<file path="config.mk">
export PLATFORM = sky130hd
export DESIGN_NAME = engine_load_monitor
export DESIGN_NICKNAME = d
export VERILOG_FILES = /design/src/hdl/ucie_engine_pkg.sv /design/src/hdl/engine_load_monitor.sv
export SDC_FILE = /design/constraint.sdc
export NUM_CORES = 1
export LEC_CHECK = 0
export BUFFER_PORTS_ARGS = -buffer_cell sky130_fd_sc_hd__buf_2
export CORE_ASPECT_RATIO = 1.75
export CORE_UTILIZATION = 40
export CTS_CLUSTER_SIZE = 24
export DETAILED_ROUTE_END_ITERATION = 16
export GPL_ROUTABILITY_DRIVEN = 0
export GPL_TIMING_DRIVEN = 0
export PLACE_DENSITY = 0.62
export RECOVER_POWER = 100
export SETUP_SLACK_MARGIN = 0.15
export SYNTH_ARGS = -nofsm -noshare
export SYNTH_HDL_FRONTEND = slang
export SYNTH_SLANG_ARGS = --single-unit
</file>
<file path="constraint.sdc">
create_clock -name clk_quarter_rate -period 2.5 [get_ports clk_quarter_rate]
set_input_delay 0.125 -clock clk_quarter_rate [delete_from_list [all_inputs] [get_ports clk_quarter_rate]]
set_output_delay 0.125 -clock clk_quarter_rate [all_outputs]
set_load 0.01 [all_outputs]
</file>
<file path="src/hdl/ucie_engine_pkg.sv">
/*
 * Shared constants for the parallel protocol-engine front end.
 * Imported by every RTL module of the engine datapath.
 */
package ucie_engine_pkg;

    // Balancing mode codes, any other code behaves as round-robin
    localparam int                   LB_MODE_W      = 2;
    localparam logic [LB_MODE_W-1:0] LB_ROUND_ROBIN = 2'b00;
    localparam logic [LB_MODE_W-1:0] LB_WEIGHTED    = 2'b01;

    // Flit sideband fields
    localparam int PROTO_ID_W = 4;
    localparam int VC_W       = 8;

    // Load balancing
    localparam int                LOAD_W        = 16;
    localparam int                WEIGHT_W      = 8;
    localparam logic [LOAD_W-1:0] CONGEST_LEVEL = LOAD_W'(192);

    // Per-engine statistics
    localparam int COUNT_W = 16;

endpackage
</file>
<file path="src/hdl/engine_load_monitor.sv">
/*
 * Tracks stall-driven load, congestion and dispatched flits per engine.
 * Watches the outbound valid/ready pairs only.
 */
module engine_load_monitor
    import ucie_engine_pkg::*;
#(
    parameter int NUM_ENGINES = 4
) (
    input  logic                   clk_quarter_rate,
    input  logic                   rst_n,
    input  logic [NUM_ENGINES-1:0] engine_valid,
    input  logic [NUM_ENGINES-1:0] engine_ready,
    output logic [LOAD_W-1:0]      engine_load [NUM_ENGINES],
    output logic [NUM_ENGINES-1:0] engine_congested,
    output logic [COUNT_W-1:0]     engine_flit_count [NUM_ENGINES]
);

    always_ff @(posedge clk_quarter_rate or negedge rst_n) begin
        if (!rst_n) begin
            for (int i = 0; i < NUM_ENGINES; i++) begin
                engine_load[i]       <= '0;
                engine_flit_count[i] <= '0;
            end
        end else begin
            for (int i = 0; i < NUM_ENGINES; i++) begin
                // Stalled slot adds load, anything else drains it
                if (engine_valid[i] && !engine_ready[i]) begin
                    if (engine_load[i] != '1) begin
                        engine_load[i] <= engine_load[i] + 1'b1;
                    end
                end else if (engine_load[i] != '0) begin
                    engine_load[i] <= engine_load[i] - 1'b1;
                end
                if (engine_valid[i] && engine_ready[i]) begin
                    engine_flit_count[i] <= engine_flit_count[i] + 1'b1;
                end
            end
        end
    end

    always_comb begin
        for (int i = 0; i < NUM_ENGINES; i++) begin
            engine_congested[i] = (engine_load[i] > CONGEST_LEVEL);
        end
    end

endmodule

</file>
== Word level (Yosys, flattened, before mapping) ==
Index checks and enable logic that the tools add are counted.

* Input port bits: 10
* Memory bits (read-only): 0
* Memories kept: 0
* Memory bits (writable): 0
* Latch bits: 0
* Output and inout port bits: 132
* Flip-flop bits (word level): 128
* Word-level logic and storage cells: 68

* Divide/modulo/power cells: 0
* Bitwise operators: 0
* Reduce and logical (&&, ||, !) cells: 24
* $mul: 0
* $lt $le $gt $ge: 4
* Mux-type cells: 12
* Equality and inequality tests: 8
* $add $sub $neg: 12
* Shifts and indexed selects: 0

{| class="wikitable"
|+ Operator list
! operator !! count
|-
| $mux 16 || 12
|-
| $add 16x1->16 const B || 8
|-
| $gt 16x8->1 const B || 4
|-
| $ne 16x16->1 const B || 4
|-
| $reduce_bool 16->1 || 4
|-
| $sub 16x1->16 const B || 4
|-
| $logic_and 1x1->1 || 8
|-
| $ne 2x1->1 const B || 4
|-
| $reduce_and 2->1 || 4
|-
| $reduce_bool 2->1 || 4
|-
| $logic_not 1->1 || 4
|}

== Longest topological paths before layout ==
* Word-level depth: 4
* Gate-level depth with buffers: 11
* Mapped depth without buffers: 10

== Worst setup path after synthesis ==
Ideal clock, no wire load.

* Path kind: input to register
* Start: in engine_valid[0]
* End: reg engine_load[63] (netlist name)
* Data required time: 2.376 ns
* Arrival time: 2.204 ns
* Path buffers: 0
* Stages: 10
* Library setup time: 0.124 ns
* Setup slack: 0.172 ns
* Cell sequence: nor2b_1 inv_1 ha_1 a21oi_2 o211ai_1 a31oi_1 o21ai_1 a21oi_1 nor2_1 a211o_1

* Word-level cells in the longest chain between the ends: 3
* Elaborated cells between the ends (all ways): 5
* Those cells by class: eq/ne (1); mux (1); reduce/logical (3)

{| class="wikitable"
|+ RTL lines
! item !! RTL line !! text
|-
| from (decl) || engine_load_monitor.sv:12 || <nowiki>input logic [NUM_ENGINES-1:0] engine_valid,</nowiki>
|-
| $logic_and 1x1->1 * || engine_load_monitor.sv:28 || <nowiki>if (engine_valid[i] && !engine_ready[i]) begin</nowiki>
|-
| $ne 2x1->1 (no source line) or $reduce_bool 2->1 (tied branches) || n/a ||
|-
| $reduce_and 2->1 (no source line) || n/a ||
|-
| to (signal, indexed assignment) || engine_load_monitor.sv:30 || <nowiki>engine_load[i] <= engine_load[i] + 1'b1;</nowiki>
|-
| to (signal, indexed assignment) || engine_load_monitor.sv:33 || <nowiki>engine_load[i] <= engine_load[i] - 1'b1;</nowiki>
|-
| to (decl) || engine_load_monitor.sv:14 || <nowiki>output logic [LOAD_W-1:0] engine_load [NUM_ENGINES],</nowiki>
|}

Every way passes the cells marked *; elsewhere a longest branch is shown, timed or not.
A chain may end at the register's enable or synchronous reset.

== Worst setup path after layout ==
* Start: reg engine_load[48] (netlist name)
* End: reg engine_load[62] (netlist name)

* Word-level cells in the longest chain between the ends: 3
* Elaborated cells between the ends (all ways): 10
* Those cells by class: add/sub (2); eq/ne (2); mux (3); reduce/logical (3)

{| class="wikitable"
|+ RTL lines
! item !! RTL line !! text
|-
| $sub 16x1->16, or another cell as far along || engine_load_monitor.sv:33 ||
|-
| $mux 16, or another cell as far along || engine_load_monitor.sv:32 || <nowiki>end else if (engine_load[i] != '0) begin</nowiki>
|-
| $mux 16 or $reduce_and 2->1 (tied branches) || n/a ||
|}

Parallel ways exist; a longest one is shown, timed or not. The select of a mux whose other input is x is not followed.

==> out/results.tsv <==
stage	metric	value	unit
global_route	grt_usage	0.2052	
logic_synthesis	postSynth.asyncResetShare	1.000	
detailed_routing	first_iter_violations	310	
sta	drv_slew	64	
logic_synthesis	syn_area_per_cell	9.818	µm²
cells_and_area	fin_cells	1233	
detailed_routing	viasPerCell	5.461	
global_route	first_global_vias	6944	
clock_network	clkTransAtPathRegs	0.06	ns
power	swShare	0.4307	
flow_run	cap_viol_max_count	1	
clock_network	clkLatencyLatePin	0.42	ns
detailed_routing	drc_errors	0	
logic_synthesis	synthesis.nets	876	
clock_network	cts_tree	yes	
cells_and_area	drive_gt1_frac	0.1139	
setup_path	cp-startpoint	engine_load[48]	
die	pin_count	142	
sta	tightest_slew	1.677	ns
logic_synthesis	netlist-cell-type-count	54	
sta	clock.fmax	435.0	MHz
sta	skew	0.007512	ns
hold_path	hp-class	primary input to flip-flop	
die	dieArea	20150	µm²
clock_network	cts_buffer_depth	2	
logic_synthesis	yosysSeqAreaShare	0.4093	
detailed_routing	detail_route.first_pass.iterations	4	
logic_synthesis	yosysWarnings	0	
die	num_rows	67	
sta	min_period	2.299	ns
sta	setup_viol	0	
power	p_clk_frac	0.193	
run_status	violations	capacitance limit, slew limit	
die	coreArea	19200	µm²
clock_network	root_buffer	clkbuf_16	
sta	rsz0062_at_grt	yes	
power	powerDensity	1349	nW/µm²
place	port_buffers	141	
power	leakagePower	4.079	nW
detailed_routing	detail_route.wl_per_cell	16.07	µm
sta	period_share	0.9196	
setup_path	crit_type	flip-flop to flip-flop	
clock_network	cts_made_buffers	17	
cells_and_area	n_antenna_cell	0	
run_status	status	complete, but fails checks	
detailed_routing	vias	6733	
global_route	grt_overflow	0	
logic_synthesis	synth_cells	797	
logic_synthesis	yosys_register_bits	128	
cells_and_area	final_area	9545	µm²
sta	whs	0.03948	ns
power	p_int	0.007333	W
global_route	grt_max_degree	66	
logic_synthesis	netlist_area	7825	µm²
cells_and_area	fin_nets	1059	
global_route	antenna_found_initial	0	
power	ir_worst_vdd	0.0006549	V
die	die_h	187.0	µm
detailed_routing	postRouteAntennaNets	0	
place	place_area	8866	µm²
global_route	grt_pass1_wl	33060	µm
hold_path	hp-start	engine_ready[1]	
logic_synthesis	synth_ff_type	dfrtp_1	
clock_network	cts_sinks	128	
detailed_routing	routed_wl	19820	µm
power	pwr-share-comb	0.512	
setup_path	required	2.77	ns
power	power_frac_seq	0.296	
power	power.switching	0.005548	W
sta	finalSetupTns	0	ns
die	start_util	0.4076	
place	hpwl	14500	µm
sta	relSlewSlack	-0.1180	
setup_path	setup.worst_path.end_class	flip-flop	
setup_path	cp_max_fo	6	
setup_path	rr_startpoint	engine_load[48]	
clock_network	htreeDepth	4	
cells_and_area	area_growth	21.99	%
logic_synthesis	synth-edff-count	0	
setup_path	worstPathArrival	2.57	ns
place	placedCellCount	1180	
die	die_x	107.7	µm
setup_path	crit_path_start_kind	flip-flop	
sta	hold_viol	0	
[area by class of cell]
cell class,count,area [µm²]
buffer,10,38.79
clock buffer,19,442.9
clock inverter,12,135.1
fill,1894,9652
inverter,23,93.84
multi-input combinational,636,4584
sequential,128,3206
tap,241,301.5
timing repair buffer,164,743.2
[power groups by stage]
stage	clock (W)	sequential (W)	combinational [W]
after detailed placement	0	0.00382	0.00650
after global placement	0	0.00381	0.00640
after global routing	0.00262	0.00394	0.00741
final	0.00248	0.00381	0.00659
after floorplan	0	0.00389	0.00454
after CTS	0.00252	0.00379	0.00660
[final timing paths]
kind | to | slack (ns) | cells past startpoint
worst max-delay path | engine_load[62] | 0.20 | 9
worst min-delay path | engine_flit_count[32] | 0.04 | 3
worst max register to register | engine_load[62] | 0.20 | 9
worst min register to register | engine_flit_count[15] | 0.48 | 1
max in group asynchronous | engine_load[32] | 0.68 | 2
min in group asynchronous | engine_load[5] | 0.67 | 2
[critical path, stage by stage, from the launching register on]
cell and delay (ns):
dfrtp_1 0.45, inv_1 0.11, fa_1 0.49, nor2b_1 0.13, o21ai_1 0.09, a21oi_2 0.27
o21ai_2 0.13, o2111ai_1 0.27, xnor2_1 0.15, o21ai_1 0.07
[cell families after synthesis]
family                   count (synthesis)  synth area share
AO/OA/AOI/OAI                          195            0.1591
XOR/XNOR                               112            0.1254
adder cells (fa/ha/maj)                 69            0.1142
buffers and inverters                   33           0.01631
flip-flops                             128            0.4093
multiplexers                             5          0.007035
AND/OR/NAND/NOR                        255            0.1687
[cells in the mapped netlist, drive strengths merged, types with 7 or more instances]
library cell / n / area share
o21ai: 60 / 0.038
nor3: 27 / 0.020
nand4: 26 / 0.021
xor2: 41 / 0.046
dfrtp: 128 / 0.41
nand2: 59 / 0.028
a21o: 10 / 0.0098
clkbuf: 7 / 0.0034
nor4: 13 / 0.010
a21oi: 69 / 0.047
nor2b: 10 / 0.0083
xnor2: 71 / 0.079
inv: 23 / 0.011
and3: 19 / 0.015
nand3: 41 / 0.026
ha: 65 / 0.10
nor2: 33 / 0.016
nand2b: 8 / 0.0064
o21a: 8 / 0.0077
[per-layer routing]
metal	global-route usage	vias up	part of all wire	wire length (µm)
met5	0	-	0	0
met4	0.07850	0	0.020	396
met3	0.03101	25	0.028	553
met2	0.3955	115	0.56	11180
met1	0.2161	3308	0.39	7687
li1	-	3285	-	-
[repair_timing]
| item | CTS | global route |
|---|---|---|
| pin swaps | 0 | 8 |
| setup endpoints to repair | 15 | 15 |
| gates resized for setup | 10 | 20 |
| hold endpoints to repair | 64 | 0 |
| gates cloned | 0 | 0 |
| buffers inserted | 6 | 14 |
| hold buffers | 2 | 0 |
[registers in the layout, summed over array words and instances, names as in the netlist]
signal             flops
engine_flit_count     64
engine_load           64
[stage by stage]
stage | setup slack [ns] | util | total power [W]
2_1_floorplan | 0.1717 | - | 0.008430
3_3_place_gp | -0.5254 | 0.4601 | 0.01021
3_5_place_dp | -0.4720 | 0.4618 | 0.01032
4_1_cts | 0.1679 | 0.4972 | 0.01291
5_1_grt | 0.06864 | 0.4972 | 0.01396
6_report | 0.2009 | 0.4972 | 0.01288
[cells in the final DEF, fill, tap and decap left out, drive strengths merged, types with 13 or more instances in the layout]
master and instances:
clkbuf 160, dfrtp 128, xnor2 71, a21oi 69, ha 65, o21ai 60
nand2 59, nand3 41, xor2 41, nor2 33, buf 31, nor3 27
nand4 26, inv 24, and3 19, nor4 13
Note: power is estimated with default switching activity, not from simulation.
